$ cat src/hdl/addr_gen_consts.svh
`ifndef ADDR_GEN_CONSTS_SVH
`define ADDR_GEN_CONSTS_SVH

// Databus side widths
`define AG_AXI_ADDR_W 32
`define AG_LEN_W 8
`define AG_COUNT_W 8

// Local memory side widths
`define AG_ADDR_W 10
`define AG_PERIOD_W 10
`define AG_DELAY_W 7

// Byte offset of one 32-bit data word
`define AG_OFFSET_W 2

`endif

$ cat src/hdl/addr_gen_pkg.sv
`include "addr_gen_consts.svh"

package addr_gen_pkg;

   // One level of the nested loop, period/increment then iteration/shift
   typedef struct packed {
      logic        [`AG_PERIOD_W-1:0] period;
      logic signed [`AG_ADDR_W-1:0]   incr;
      logic        [`AG_ADDR_W-1:0]   iter;
      logic signed [`AG_ADDR_W-1:0]   shift;
   } loop_level_t;

   typedef struct packed {
      logic [`AG_ADDR_W-1:0]   start;
      logic [`AG_PERIOD_W-1:0] duty;
      logic [`AG_DELAY_W-1:0]  delay;
      logic                    ignore_first;
      loop_level_t             level1;
      loop_level_t             level2;
      loop_level_t             level3;
   } addr_cfg_t;

   typedef struct packed {
      logic [`AG_COUNT_W-1:0]    count;
      logic [`AG_AXI_ADDR_W-1:0] start_addr;
      logic [`AG_AXI_ADDR_W-1:0] addr_shift;
      logic [`AG_LEN_W-1:0]      len;
      logic                      reading;
   } bus_cfg_t;

   typedef struct packed {
      logic [`AG_ADDR_W-1:0] addr;
      logic                  store;
   } addr_beat_t;

   typedef struct packed {
      logic [`AG_AXI_ADDR_W-1:0] addr;
      logic [`AG_LEN_W-1:0]      len;
   } bus_req_t;

   // Which counter wraps on an accepted beat, innermost first
   typedef enum logic [2:0] {
      STEP_PER,
      END_PER,
      END_ITER1,
      END_PER2,
      END_ITER2,
      END_PER3,
      FINISH
   } loop_step_e;

   typedef enum logic [1:0] {
      BUS_IDLE,
      BUS_NEXT,
      BUS_XFER
   } bus_state_e;

endpackage

$ cat src/hdl/loop_nest_addr.sv
`timescale 1ns/1ps
`include "addr_gen_consts.svh"

module loop_nest_addr (
   input  logic                     clk_i,
   input  logic                     rst_i,
   input  logic                     run_i,
   input  addr_gen_pkg::addr_cfg_t  cfg_i,
   input  logic                     beat_ready_i,
   output logic                     beat_valid_o,
   output addr_gen_pkg::addr_beat_t beat_o,
   output logic                     done_o
);

   addr_gen_pkg::addr_cfg_t  cfg_q;
   addr_gen_pkg::loop_step_e step;

   logic [`AG_DELAY_W-1:0]  delay_q;
   logic [`AG_ADDR_W-1:0]   addr_q;
   logic [`AG_ADDR_W-1:0]   base2_q;
   logic [`AG_ADDR_W-1:0]   base3_q;
   logic [`AG_PERIOD_W-1:0] per1_q;
   logic [`AG_PERIOD_W-1:0] per2_q;
   logic [`AG_PERIOD_W-1:0] per3_q;
   logic [`AG_ADDR_W-1:0]   iter1_q;
   logic [`AG_ADDR_W-1:0]   iter2_q;
   logic [`AG_ADDR_W-1:0]   iter3_q;
   logic                    ignore_q;
   logic                    valid_q;
   logic                    done_q;

   logic per1_end;
   logic iter1_end;
   logic per2_end;
   logic iter2_end;
   logic per3_end;
   logic iter3_end;
   logic in_duty;

   logic [`AG_ADDR_W-1:0] start_addr;
   logic [`AG_ADDR_W-1:0] base2_incr;
   logic [`AG_ADDR_W-1:0] base2_shift;
   logic [`AG_ADDR_W-1:0] base3_incr;
   logic [`AG_ADDR_W-1:0] base3_shift;

   // Word index to byte address, wrapping at the local address width
   function automatic logic [`AG_ADDR_W-1:0] word_off(input logic [`AG_ADDR_W-1:0] val);
      return val << `AG_OFFSET_W;
   endfunction

   // A zero period or iteration count behaves like a count of one
   assign per1_end  = (cfg_q.level1.period == '0) || (per1_q + 1'b1 == cfg_q.level1.period);
   assign iter1_end = (cfg_q.level1.iter == '0) || (iter1_q + 1'b1 == cfg_q.level1.iter);
   assign per2_end  = (cfg_q.level2.period == '0) || (per2_q + 1'b1 == cfg_q.level2.period);
   assign iter2_end = (cfg_q.level2.iter == '0) || (iter2_q + 1'b1 == cfg_q.level2.iter);
   assign per3_end  = (cfg_q.level3.period == '0) || (per3_q + 1'b1 == cfg_q.level3.period);
   assign iter3_end = (cfg_q.level3.iter == '0) || (iter3_q + 1'b1 == cfg_q.level3.iter);

   always_comb begin
      if (!per1_end) begin
         step = addr_gen_pkg::STEP_PER;
      end else if (!iter1_end) begin
         step = addr_gen_pkg::END_PER;
      end else if (!per2_end) begin
         step = addr_gen_pkg::END_ITER1;
      end else if (!iter2_end) begin
         step = addr_gen_pkg::END_PER2;
      end else if (!per3_end) begin
         step = addr_gen_pkg::END_ITER2;
      end else if (!iter3_end) begin
         step = addr_gen_pkg::END_PER3;
      end else begin
         step = addr_gen_pkg::FINISH;
      end
   end

   assign in_duty     = (per1_q < cfg_q.duty);
   assign start_addr  = word_off(cfg_i.start);
   assign base2_incr  = base2_q + word_off(cfg_q.level2.incr);
   assign base2_shift = base2_q + word_off(cfg_q.level2.shift);
   assign base3_incr  = base3_q + word_off(cfg_q.level3.incr);
   assign base3_shift = base3_q + word_off(cfg_q.level3.shift);

   always_ff @(posedge clk_i) begin
      if (run_i) begin
         cfg_q <= cfg_i;
      end
   end

   always_ff @(posedge clk_i or posedge rst_i) begin
      if (rst_i) begin
         delay_q  <= '0;
         addr_q   <= '0;
         base2_q  <= '0;
         base3_q  <= '0;
         per1_q   <= '0;
         per2_q   <= '0;
         per3_q   <= '0;
         iter1_q  <= '0;
         iter2_q  <= '0;
         iter3_q  <= '0;
         ignore_q <= 1'b0;
         valid_q  <= 1'b0;
         done_q   <= 1'b1;
      end else if (run_i) begin
         delay_q  <= cfg_i.delay;
         addr_q   <= start_addr;
         base2_q  <= start_addr;
         base3_q  <= start_addr;
         per1_q   <= '0;
         per2_q   <= '0;
         per3_q   <= '0;
         iter1_q  <= '0;
         iter2_q  <= '0;
         iter3_q  <= '0;
         ignore_q <= cfg_i.ignore_first;
         valid_q  <= (cfg_i.delay == '0);
         done_q   <= 1'b0;
      end else if (delay_q != '0) begin
         // Valid rises together with the last delay count
         delay_q <= delay_q - 1'b1;
         valid_q <= (delay_q == 'd1);
      end else if (valid_q && beat_ready_i) begin
         case (step)
            addr_gen_pkg::STEP_PER: begin
               if (in_duty && !ignore_q) begin
                  addr_q <= addr_q + word_off(cfg_q.level1.incr);
               end
               per1_q <= per1_q + 1'b1;
            end
            addr_gen_pkg::END_PER: begin
               if (!ignore_q) begin
                  addr_q <= addr_q + word_off(cfg_q.level1.shift);
               end
               per1_q   <= '0;
               iter1_q  <= iter1_q + 1'b1;
               ignore_q <= 1'b0;
            end
            addr_gen_pkg::END_ITER1: begin
               if (!ignore_q) begin
                  addr_q  <= base2_incr;
                  base2_q <= base2_incr;
               end
               per1_q   <= '0;
               iter1_q  <= '0;
               per2_q   <= per2_q + 1'b1;
               ignore_q <= 1'b0;
            end
            addr_gen_pkg::END_PER2: begin
               if (!ignore_q) begin
                  addr_q  <= base2_shift;
                  base2_q <= base2_shift;
               end
               per1_q   <= '0;
               iter1_q  <= '0;
               per2_q   <= '0;
               iter2_q  <= iter2_q + 1'b1;
               ignore_q <= 1'b0;
            end
            addr_gen_pkg::END_ITER2: begin
               if (!ignore_q) begin
                  addr_q  <= base3_incr;
                  base2_q <= base3_incr;
                  base3_q <= base3_incr;
               end
               per1_q   <= '0;
               iter1_q  <= '0;
               per2_q   <= '0;
               iter2_q  <= '0;
               per3_q   <= per3_q + 1'b1;
               ignore_q <= 1'b0;
            end
            addr_gen_pkg::END_PER3: begin
               if (!ignore_q) begin
                  addr_q  <= base3_shift;
                  base2_q <= base3_shift;
                  base3_q <= base3_shift;
               end
               per1_q   <= '0;
               iter1_q  <= '0;
               per2_q   <= '0;
               iter2_q  <= '0;
               per3_q   <= '0;
               iter3_q  <= iter3_q + 1'b1;
               ignore_q <= 1'b0;
            end
            default: begin
               // Last beat of the whole nest was accepted
               valid_q <= 1'b0;
               done_q  <= 1'b1;
            end
         endcase
      end
   end

   assign beat_valid_o = valid_q;
   assign beat_o.addr  = addr_q;
   assign beat_o.store = in_duty && !ignore_q;
   assign done_o       = done_q;

endmodule

$ cat src/hdl/databus_burst_seq.sv
`timescale 1ns/1ps
`include "addr_gen_consts.svh"

module databus_burst_seq (
   input  logic                   clk_i,
   input  logic                   rst_i,
   input  logic                   run_i,
   input  addr_gen_pkg::bus_cfg_t cfg_i,
   input  logic                   bus_ready_i,
   input  logic                   bus_last_i,
   input  logic                   data_ready_i,
   input  logic                   data_valid_i,
   output logic                   bus_valid_o,
   output addr_gen_pkg::bus_req_t bus_req_o,
   output logic                   data_last_o,
   output logic                   done_o
);

   addr_gen_pkg::bus_cfg_t   cfg_q;
   addr_gen_pkg::bus_state_e state_q;

   logic [`AG_AXI_ADDR_W-1:0] addr_q;
   logic [`AG_COUNT_W-1:0]    remain_q;
   logic                      valid_q;
   logic                      start_ok;
   logic                      burst_done;

   // A run with nothing to move leaves the sequencer idle
   assign start_ok = run_i && (cfg_i.count != '0) && (cfg_i.len != '0);

   always_ff @(posedge clk_i) begin
      if (run_i && (state_q == addr_gen_pkg::BUS_IDLE)) begin
         cfg_q <= cfg_i;
      end
   end

   // Reads wait for room in the data path, writes wait for data to send
   assign bus_valid_o = (state_q == addr_gen_pkg::BUS_XFER) &&
                        (cfg_q.reading ? (valid_q && data_ready_i) : data_valid_i);

   assign burst_done = bus_valid_o && bus_ready_i && bus_last_i;

   always_ff @(posedge clk_i or posedge rst_i) begin
      if (rst_i) begin
         state_q  <= addr_gen_pkg::BUS_IDLE;
         addr_q   <= '0;
         remain_q <= '0;
         valid_q  <= 1'b0;
      end else begin
         case (state_q)
            addr_gen_pkg::BUS_IDLE: begin
               if (start_ok) begin
                  state_q  <= addr_gen_pkg::BUS_NEXT;
                  addr_q   <= cfg_i.start_addr;
                  remain_q <= cfg_i.count;
               end
            end
            addr_gen_pkg::BUS_NEXT: begin
               if (remain_q == '0) begin
                  state_q <= addr_gen_pkg::BUS_IDLE;
               end else begin
                  state_q <= addr_gen_pkg::BUS_XFER;
                  valid_q <= 1'b1;
               end
            end
            addr_gen_pkg::BUS_XFER: begin
               if (burst_done) begin
                  state_q  <= addr_gen_pkg::BUS_NEXT;
                  valid_q  <= 1'b0;
                  addr_q   <= addr_q + cfg_q.addr_shift;
                  remain_q <= remain_q - 1'b1;
               end
            end
            default: begin
               state_q <= addr_gen_pkg::BUS_IDLE;
            end
         endcase
      end
   end

   assign bus_req_o.addr = addr_q;
   assign bus_req_o.len  = cfg_q.len;

   // Only one burst left means this burst end closes the transfer
   assign data_last_o = burst_done && (remain_q == 'd1);
   assign done_o      = (state_q == addr_gen_pkg::BUS_IDLE);

endmodule

$ cat src/hdl/addr_gen_top.sv
`timescale 1ns/1ps

module addr_gen_top (
   input  logic                     clk_i,
   input  logic                     rst_i,
   input  logic                     run_i,
   input  addr_gen_pkg::addr_cfg_t  addr_cfg_i,
   input  addr_gen_pkg::bus_cfg_t   bus_cfg_i,
   input  logic                     beat_ready_i,
   input  logic                     bus_ready_i,
   input  logic                     bus_last_i,
   input  logic                     data_ready_i,
   input  logic                     data_valid_i,
   output logic                     beat_valid_o,
   output addr_gen_pkg::addr_beat_t beat_o,
   output logic                     bus_valid_o,
   output addr_gen_pkg::bus_req_t   bus_req_o,
   output logic                     data_last_o,
   output logic                     done_o
);

   logic addr_done;
   logic bus_done;

   // Both engines start on the same run pulse and then run independently
   loop_nest_addr u_loop_nest_addr (
      .clk_i        (clk_i),
      .rst_i        (rst_i),
      .run_i        (run_i),
      .cfg_i        (addr_cfg_i),
      .beat_ready_i (beat_ready_i),
      .beat_valid_o (beat_valid_o),
      .beat_o       (beat_o),
      .done_o       (addr_done)
   );

   databus_burst_seq u_databus_burst_seq (
      .clk_i        (clk_i),
      .rst_i        (rst_i),
      .run_i        (run_i),
      .cfg_i        (bus_cfg_i),
      .bus_ready_i  (bus_ready_i),
      .bus_last_i   (bus_last_i),
      .data_ready_i (data_ready_i),
      .data_valid_i (data_valid_i),
      .bus_valid_o  (bus_valid_o),
      .bus_req_o    (bus_req_o),
      .data_last_o  (data_last_o),
      .done_o       (bus_done)
   );

   assign done_o = addr_done && bus_done;

endmodule

$ cat config.mk
export PLATFORM = sky130hd
export DESIGN_NAME = addr_gen_top
export DESIGN_NICKNAME = d
export VERILOG_FILES = /design/src/hdl/addr_gen_pkg.sv /design/src/hdl/loop_nest_addr.sv /design/src/hdl/databus_burst_seq.sv /design/src/hdl/addr_gen_top.sv
export VERILOG_INCLUDE_DIRS = /design/src /design/src/hdl
export SDC_FILE = /design/constraint.sdc
export NUM_CORES = 1
export LEC_CHECK = 0
export BUFFER_PORTS_ARGS = -buffer_cell sky130_fd_sc_hd__buf_2
export CAP_MARGIN = 20
export CORE_MARGIN = 2
export CORE_UTILIZATION = 30
export DETAILED_ROUTE_END_ITERATION = 7
export GPL_TIMING_DRIVEN = 0
export PLACE_DENSITY_LB_ADDON = 0.2
export SLEW_MARGIN = 20
export SYNTH_ARGS = -nofsm -noshare
export SYNTH_HDL_FRONTEND = slang
export SYNTH_HIERARCHICAL = 1
export SYNTH_SLANG_ARGS = --single-unit
$ cat constraint.sdc
create_clock -name clk_i -period 5.9 [get_ports clk_i]
set_input_delay 0 -clock clk_i [delete_from_list [all_inputs] [get_ports clk_i]]
set_output_delay 0 -clock clk_i [all_outputs]
set_load 0.01 [all_outputs]
# --- Yosys cells after proc, flatten, opt, wreduce, memory -nomap -nowiden ---
# Cells that the tools add are included.
totals:
  output_inout_bits: 55
  inputBits: 237
  word_cells: 217
  ff_bits: 302
op_classes:
  muxes: 76
  n_eq_ne: 27
  magnitude_cmp: 1
  n_addsub: 15
  reduce_logical: 65
op_table:
  columns: ["op", "n"]
  rows:
  - ["$mux 10", 34]
  - ["$pmux 10 s2", 6]
  - ["$mux 32", 2]
  - ["$pmux 32 s2", 1]
  - ["$add 10x1->10 const B", 6]
  - ["$add 10x10->10", 6]
  - ["$eq 10x10->1", 6]
  - ["$logic_not 10->1", 6]
  - ["$pmux 10 s6", 1]
  - ["$pmux 10 s4", 1]
  - ["$add 32x32->32", 1]
  - ["$reduce_and 3->1", 10]
  - ["$ne 3x3->1 const B", 6]
  - ["$reduce_bool 3->1", 6]
  - ["$mux 8", 2]
  - ["$pmux 8 s2", 1]
  - ["$reduce_bool 8->1", 2]
  - ["$mux 1", 15]
  - ["$mux 3", 5]
  - ["$mux 7", 2]
  - ["$reduce_bool 7->1", 2]
  - ["$reduce_bool 2->1", 6]
  - ["$logic_and 1x1->1", 11]
  - ["$lt 10x10->1", 1]
  - ["other kinds (31)", 45]

# --- Logic depth before layout (Yosys ltp) ---
# Gate-level depths: netlist of run 1.
logic_depth:
  depth_word: 15
  ltp_mapped: 21
  ltp_nobuf: 19

# --- Cells and area by module ---
# Netlist of run 1, hierarchy kept.
modules_own_cells:
  columns: ["mod", "seq_area_each_um2", "instances", "cells_each", "area_each_um2"]
  rows:
  - ["loop_nest_addr", 5947.0, 1, 1203, 12688.4]
  - ["databus_burst_seq", 2307.2, 1, 545, 5178.7]
  - ["addr_gen_top", 0.0, 1, 1, 6.3]

# --- Worst setup path before layout of run 1 ---
# Ideal clock, no wire load.
synth_path:
  path_type: "register -> register"
  start: "register u_loop_nest_addr.iter1_q[0]"
  end: "register u_loop_nest_addr.addr_q[9]"
  n_path_buf: 2
  arrival_ps: 4535
  slack_ps: 1244
  period_less_slack_ps: 4656
  t_required_ps: 5779
  stages_incl_launch_ff: 22
  setup_ps: 121
  path_cell_list: "dfrtp_1 -> ha_1 -> and2_1 -> buf_6 -> or3b_1 -> a211oi_2 -> nor3_1 -> o31ai_4 -> nand2b_1 -> buf_2 -> mux2_2 -> ha_1 -> a21o_1 -> a21oi_1 -> o21ai_0 -> o41ai_1 -> xor2_1 -> nand2_1 -> mux2i_1 -> o41ai_1 -> a31oi_1 -> o22a_1"
synth_between:
  elab_chain_cells: 10
  elab_cells_between_ends: 23
  cone_classes: "1 x add/sub; 12 x eq/ne; 6 x mux; 4 x reduce/logical"
synth_rtl:
  columns: ["element", "line", "source"]
  rows:
  - ["from (decl)", "loop_nest_addr.sv:25", "logic [`AG_ADDR_W-1:0] iter1_q;"]
  - ["from (signal assigned)", "loop_nest_addr.sv:136", "iter1_q <= iter1_q + 1'b1;"]
  - ["$add 10x1->10 (*)", "loop_nest_addr.sv:53", "assign iter1_end = (cfg_q.level1.iter == '0) || (iter1_q + 1'b1 == cfg_q.level1.iter);"]
  - ["$eq 10x10->1 (*)", "loop_nest_addr.sv:53", null]
  - ["$logic_or 1x1->1 (*)", "loop_nest_addr.sv:53", null]
  - ["$mux 3 (*)", "loop_nest_addr.sv:62", "end else if (!iter1_end) begin"]
  - ["$mux 3 (*)", "loop_nest_addr.sv:60", "if (!per1_end) begin"]
  - ["$eq 3x3->1, or another cell as far along", "loop_nest_addr.sv:124", "case (step)"]
  - ["$pmux 10 s6", "loop_nest_addr.sv:124", null]
  - ["$mux 10", "loop_nest_addr.sv:123", "end else if (valid_q && beat_ready_i) begin"]
  - ["$mux 10", "loop_nest_addr.sv:119", "end else if (delay_q != '0) begin"]
  - ["$mux 10", "loop_nest_addr.sv:105", "end else if (run_i) begin"]
  - ["to (signal assigned)", "loop_nest_addr.sv:107", "addr_q <= start_addr;"]
  - ["to (signal assigned)", "loop_nest_addr.sv:127", "addr_q <= addr_q + word_off(cfg_q.level1.incr);"]
  - ["to (signal assigned)", "loop_nest_addr.sv:133", "addr_q <= addr_q + word_off(cfg_q.level1.shift);"]
  - ["to (decl)", "loop_nest_addr.sv:19", "logic [`AG_ADDR_W-1:0] addr_q;"]
# Every way passes the cells marked *; elsewhere a longest branch is shown, timed or not. The select of a mux whose other input is x is not followed.
# A chain may end at the register's enable or synchronous reset.

# --- Worst setup path in the final report of run 1 ---
# Same ends and word-level chain as after synthesis.

==> results of run 1 <==
power groups by stage:
stage / clock network (mW) / logic [mW] / registers [mW]
6_report: 2.36 / 3.35 / 2.85
5_1_grt: 2.53 / 3.71 / 2.89
4_1_cts: 2.44 / 3.32 / 2.86
3_5_place_dp: 0 / 3.17 / 2.89
3_3_place_gp: 0 / 3.12 / 2.90
2_1_floorplan: 0 / 2.20 / 2.84
worst max path at each step:
stage | startpoint | end | slack [ns] | cells after the start
final | u_loop_nest_addr/iter1_q[0] | u_loop_nest_addr/addr_q[9] | 0.47 | 21
after global routing | u_loop_nest_addr/per1_q[0] | u_loop_nest_addr/addr_q[9] | 0.07 | 20
after CTS | u_loop_nest_addr/iter1_q[0] | u_loop_nest_addr/addr_q[9] | 0.23 | 21
after detailed placement | u_loop_nest_addr/iter1_q[0] | u_loop_nest_addr/addr_q[9] | 0.27 | 21
after global placement | run_i | u_databus_burst_seq/addr_q[0] | -1.07 | 10
after floorplan | u_loop_nest_addr/iter1_q[0] | u_loop_nest_addr/addr_q[9] | 1.24 | 21
worst max-delay path, cell delays in order, from the launching register on:
cell	delay [ns]
dfrtp_1	0.48
ha_1	0.28
and2_1	0.15
buf_6	0.14
or3b_1	0.37
a211oi_2	0.22
nor3_1	0.11
o31ai_4	0.38
nand2b_1	0.15
buf_2	0.30
mux2_2	0.42
ha_1	0.28
a21o_1	0.15
a21oi_1	0.22
o21ai_0	0.17
o41ai_1	0.44
xor2_1	0.20
nand2_1	0.11
mux2i_1	0.07
o41ai_1	0.39
a31oi_1	0.08
o22a_1	0.20
what timing repair did:
| action | CTS | global route |
|---|---|---|
| buffers inserted | 0 | 1 |
| endpoints found under the hold margin | 416 | 0 |
| setup endpoints to repair | 0 | 1 |
| hold buffers | 225 | 0 |
area by class of cell:
cell class	instances	area, um^2	share of cell area (%)
diodes	2	5.005	0.02099
well taps	773	967.2	4.057
clock buffers	46	1045	4.382
multi-input cells	1319	8975	37.64
plain buffers	82	465.4	1.952
repair buffers	506	3727	15.63
flip-flops and latches	298	8254	34.62
clock inverters	25	210.2	0.8817
inverters	50	192.7	0.8082
through the flow:
step	instances	setup slack (ns)	total power, mW
2_1_floorplan	1749	1.244	5.037
3_3_place_gp	2799	-1.072	6.019
3_5_place_dp	2802	0.2690	6.063
4_1_cts	3098	0.2338	8.617
5_1_grt	3101	0.07454	9.132
6_report	3101	0.4737	8.559
placed cells by master, fill, tap and decap left out, types with 20 or more instances in the layout:
master	instances
buf_2	291
dlygate4sd3_1	225
edfxtp_1	159
nor2_1	146
dfrtp_1	138
nand2_1	137
a21oi_1	122
o21ai_0	119
xnor2_1	91
ha_1	88
nand3_1	55
xor2_1	52
inv_1	47
clkbuf_1	45
clkbuf_16	41
a21o_1	40
nor3_1	40
and3_1	29
nor4_1	23
a31oi_1	23
mux2_2	21
nand4_1	20
per-layer routing:
layer / global-route usage, % / vias up / wire [um]
met4: 7.238 / 2 / 2021
met1: 25.94 / 7595 / 26770
met5: 0 / - / 13
met3: 2.973 / 108 / 3041
li1: - / 7583 / -
met2: 29.50 / 462 / 26740
logic make-up after synthesis:
logic type / after synthesis / synth area share [%]
flip-flops: 298 / 46.18
AO/OA/AOI/OAI: 486 / 18.12
buffers and inverters: 132 / 3.654
adder cells (fa/ha/maj): 94 / 6.832
multiplexers: 40 / 2.387
XOR/XNOR: 143 / 7.007
AND/OR/NAND/NOR: 556 / 15.82
==> metrics, run 1 <==
Peak VDD IR=0.0002075 V; Fin. Hold Viols=0; worst-skew pair later-pin latency=0.56 ns; hold path cells=4; FMAX=184.3 MHz; Slew @ Worst Pin=1.185 ns; Final nets=2627; Leak=9.788 nW; Crit Path Category=flip-flop to flip-flop; Post-Syn Area=17870 um^2; fraction of layout cells with a size suffix above 1=19.78%; DP HPWL=42640 um; Worst Hold End=u_databus_burst_seq/addr_q[29]; biggest regs=u_loop_nest_addr/cfg_q x118, u_databus_burst_seq/cfg_q x33, u_databus_burst_seq/addr_q x32; die footprint=61550 um^2; area share of the largest cell type after synthesis=26.71%; status=finished, final reports clean; Synth area leaders=edfxtp_1, dfrtp_1, ha_1; FF-to-FF Start=u_loop_nest_addr/iter1_q[0]; initial DRC count=1168; pin count of the biggest net entering global routing=72; Core ar.=58910 um^2; worst path required time=6.34 ns; Initial Utilization=30.34%; design area=23840 um^2; Syn Nets=2080; overall routed net length=58580 um; fin crit share=91.97%; I/O pins=292; hold wc startpoint=bus_last_i; TNS Setup=0 ns; max-cap violations=0; Reg power frac=33.4%; clk buf depth=3; Util after Layout=40.47%; gate count of the mapped netlist=1749; register-to-register setup slack=0.47 ns; first-pass GRT wire length=89870 um; Slew Limit Fails=0; htree depth=2; reg2reg path depth=21; via density per instance=5.079; Top reg by flops=u_loop_nest_addr/cfg_q; Seq cells post-synth=298; CTS tree=built; Comb pwr share=39.1%; Residual DRC=0; port bufs=277; unrepaired setup endpoints after global routing=false; Clk pwr share=27.6%; first-pass iteration count of the detailed router=5; cell internal pwr=5.380 mW; max reg flops=118; DR WL/cell=18.89 um; syn avg cell area=10.22 um^2; vias in the first global route=15.70k; clk_skew=0.02108 ns; Sink Count=298; Root Driver=clkbuf_16; area growth from synthesis to final layout=33.39%; Inserted Clock Buffers=39; number of synthesized flops with an enable pin=159; CP startpoint kind=flip-flop; fin crit period=5.426 ns; Routed Antenna Nets=0; top-count cell post-synth=edfxtp_1; Die Y=248.1 um; antenna violations before repair=4; Power per Cell Area=359.0 nW/um^2; CP arrival=5.86 ns; Synth warnings=6; fill cell count=5725; vias=15.75k; Async SR Flop Fraction=46.64%; post-synth cell types=106; Hold Slack=0.09952 ns; post-CTS resize count=0; clk slew on worst S/H paths=0.06 ns; Die Width=248.1 um; sw frac=37.14%; grt ovf=0; cell type with the largest total area after synthesis=edfxtp_1; crit-path max FO=10; global placer's final weighted congestion=0.8837; P_sw=3.179 mW; slew margin rel.=20.80%; Placement Cell Area=20320 um^2; Most used DFF post-synth=edfxtp_1; Total GRT Usage=18.78%; Setup violations, final=0; sequential area share after synthesis=46.18%; worst hold path class=input port to flip-flop; R2R Path End=u_loop_nest_addr/addr_q[9]; Crit. End Element=flip-flop; Post-synth top cells=edfxtp_1, nor2_1, dfrtp_1; row count=89
Note: power is estimated with default switching activity, not from simulation.
==> inputs of run 2 (changes only) <==
--- a/config.mk
+++ b/config.mk
@@ -12,7 +12,7 @@
 export CORE_UTILIZATION = 30
 export DETAILED_ROUTE_END_ITERATION = 7
 export GPL_TIMING_DRIVEN = 0
-export PLACE_DENSITY_LB_ADDON = 0.2
+export PLACE_DENSITY = 0.54
 export SLEW_MARGIN = 20
 export SYNTH_ARGS = -nofsm -noshare
 export SYNTH_HDL_FRONTEND = slang
==> metrics, run 2 (same netlist as run 1, synthesis figures left out) <==
status=finished, final reports clean (unchanged); Final Non-Filler Cells=3097 (was 3101); CTS tree=built (unchanged); Crit. End Element=flip-flop (unchanged); most frequent cells in the layout=buf_2, dlygate4sd3_1, edfxtp_1 (unchanged); Sink Count=298 (unchanged); Tot Pwr=8.551 mW (was 8.559 mW); CP arrival=6.01 ns (was 5.86 ns); clk slew on worst S/H paths=0.06 ns (about the same); first-pass iteration count of the detailed router=5 (unchanged); crit-path max FO=10 (unchanged); fill cell count=5701 (was 5725); Initial Utilization=30.34% (unchanged); worst-skew pair later-pin latency=0.55 ns (was 0.56 ns); placed cells=2803 (was 2802); clk_skew=0.01152 ns (was 0.02108 ns); antenna violations before repair=3 (was 4); die footprint=61550 um^2 (unchanged); Peak VDD IR=0.0002396 V (was 0.0002075 V); port bufs=277 (unchanged); DR WL/cell=18.37 um (was 18.89 um); Routed Antenna Nets=0 (unchanged); fin crit period=5.574 ns (was 5.426 ns); Die Width=248.1 um (unchanged); unrepaired setup endpoints after global routing=false (unchanged); via density per instance=5.080 (was 5.079); Slew Limit Fails=0 (unchanged); row count=89 (unchanged); post-CTS resize count=0 (unchanged); Util after Layout=40.46% (was 40.47%); Total GRT Usage=18.29% (was 18.78%); pin count of the biggest net entering global routing=80 (was 72); htree depth=2 (unchanged); FMAX=179.4 MHz (was 184.3 MHz); area growth from synthesis to final layout=33.36% (was 33.39%); I/O pins=292 (unchanged); overall routed net length=56890 um (was 58580 um); first-pass GRT wire length=88310 um (was 89870 um); worst path required time=6.34 ns (about the same); Root Driver=clkbuf_16 (unchanged); Hold Slack=0.04148 ns (was 0.09952 ns); commonest non-fill, non-tap cell in the layout=buf_2 (unchanged); max-cap violations=0 (unchanged); Place WS=0.3905 ns (was 0.2690 ns); Crit Path Category=flip-flop to flip-flop (unchanged); biggest regs=u_loop_nest_addr/cfg_q x118, u_databus_burst_seq/cfg_q x33, u_databus_burst_seq/addr_q x32 (unchanged); max reg flops=118 (unchanged); fin crit share=94.47% (was 91.97%); slew margin rel.=32.28% (was 20.80%); Leak=9.785 nW (was 9.788 nW); global placer's final weighted congestion=0.8970 (was 0.8837); worst hold path class=input port to async pin (was input port to flip-flop); Fin. Hold Viols=0 (unchanged); DP HPWL=41050 um (was 42640 um); initial DRC count=985 (was 1168); Power per Cell Area=358.7 nW/um^2 (was 359.0 nW/um^2); Core ar.=58910 um^2 (unchanged); Final WS setup=0.3265 ns (was 0.4737 ns); vias=15.73k (was 15.75k); Die Y=248.1 um (unchanged); Inserted Clock Buffers=37 (was 39); clk buf depth=3 (unchanged); Setup violations, final=0 (unchanged); vias in the first global route=16.06k (was 15.70k); Top reg by flops=u_loop_nest_addr/cfg_q (unchanged); fraction of layout cells with a size suffix above 1=19.65% (was 19.78%); Residual DRC=0 (unchanged); CP startpoint kind=flip-flop (unchanged); Final nets=2623 (was 2627); grt ovf=0 (unchanged); Slew @ Worst Pin=1.007 ns (was 1.185 ns)
run 2: through the flow:
| step | instance area, um^2 | setup TNS (ns) |
|---|---|---|
| 6_report | 23840 | 0 |
| 5_1_grt | 23840 | 0 |
| 4_1_cts | 23830 | 0 |
| 3_5_place_dp | 20340 | 0 |
| 3_3_place_gp | 20230 | -19.60 |
| 2_1_floorplan | 17870 | 0 |
run 2: power breakdown:
part | leakage (nW) | switching, mW | internal (mW)
Clock | 0.616 | 0.927 | 1.44
Combinational | 5.86 | 1.91 | 1.43
Sequential | 3.31 | 0.284 | 2.55
run 2: cell type report:
cell class	instances	area [um^2]	share of cell area, %
Antenna cell	3	7.507	0.03150
Sequential cell	298	8254	34.63
Clock inverter	18	192.7	0.8084
Buffer	82	465.4	1.953
Multi-Input combinational cell	1319	8969	37.63
Timing Repair Buffer	504	3720	15.61
Tap cell	773	967.2	4.058
Clock buffer	50	1067	4.478
Inverter	50	192.7	0.8084
run 2: worst max-delay path, cell delays in order (launching register included):
cell and delay, ns:
dfrtp_1 0.46, ha_1 0.27, and2_1 0.15, buf_6 0.13
or3b_1 0.36, a211oi_2 0.22, nor3_1 0.10, o31ai_4 0.54
nand2b_1 0.17, buf_2 0.29, mux2_2 0.41, ha_1 0.28
a21o_1 0.15, a21oi_1 0.22, o21ai_0 0.16, o41ai_1 0.33
xor2_1 0.18, nand2_1 0.10, mux2i_1 0.07, o41ai_1 0.56
a31oi_1 0.08, o22a_1 0.19
run 2: layer usage:
layer / share of wire [%] / GRT usage, % / vias up
li1: - / - / 7581
met1: 45 / 24.72 / 7597
met2: 46 / 29.59 / 455
met3: 5.1 / 2.833 / 101
met4: 3.2 / 6.675 / 0
met5: 0 / 0 / -
run 2: path summary, 6_finish.rpt:
kind | cells after the start | slack, ns | from | to
min in group clk_i | 4 | 0.13 | bus_last_i | u_databus_burst_seq/addr_q[29]
min reg2reg | 2 | 0.51 | u_databus_burst_seq/remain_q[6] | u_databus_burst_seq/remain_q[6]
max | 21 | 0.33 | u_loop_nest_addr/iter1_q[0] | u_loop_nest_addr/addr_q[9]
min | 3 | 0.04 | rst_i | u_loop_nest_addr/per2_q[0]
max in group asynchronous | 4 | 5.17 | rst_i | u_loop_nest_addr/done_o
max reg2reg | 21 | 0.33 | u_loop_nest_addr/iter1_q[0] | u_loop_nest_addr/addr_q[9]
run 2: repair_timing:
action                                  CTS  global route
endpoints found under the setup margin    0             0
hold buffers                            223             0
setup buffers                             0             0
hold endpoints to repair                413             0
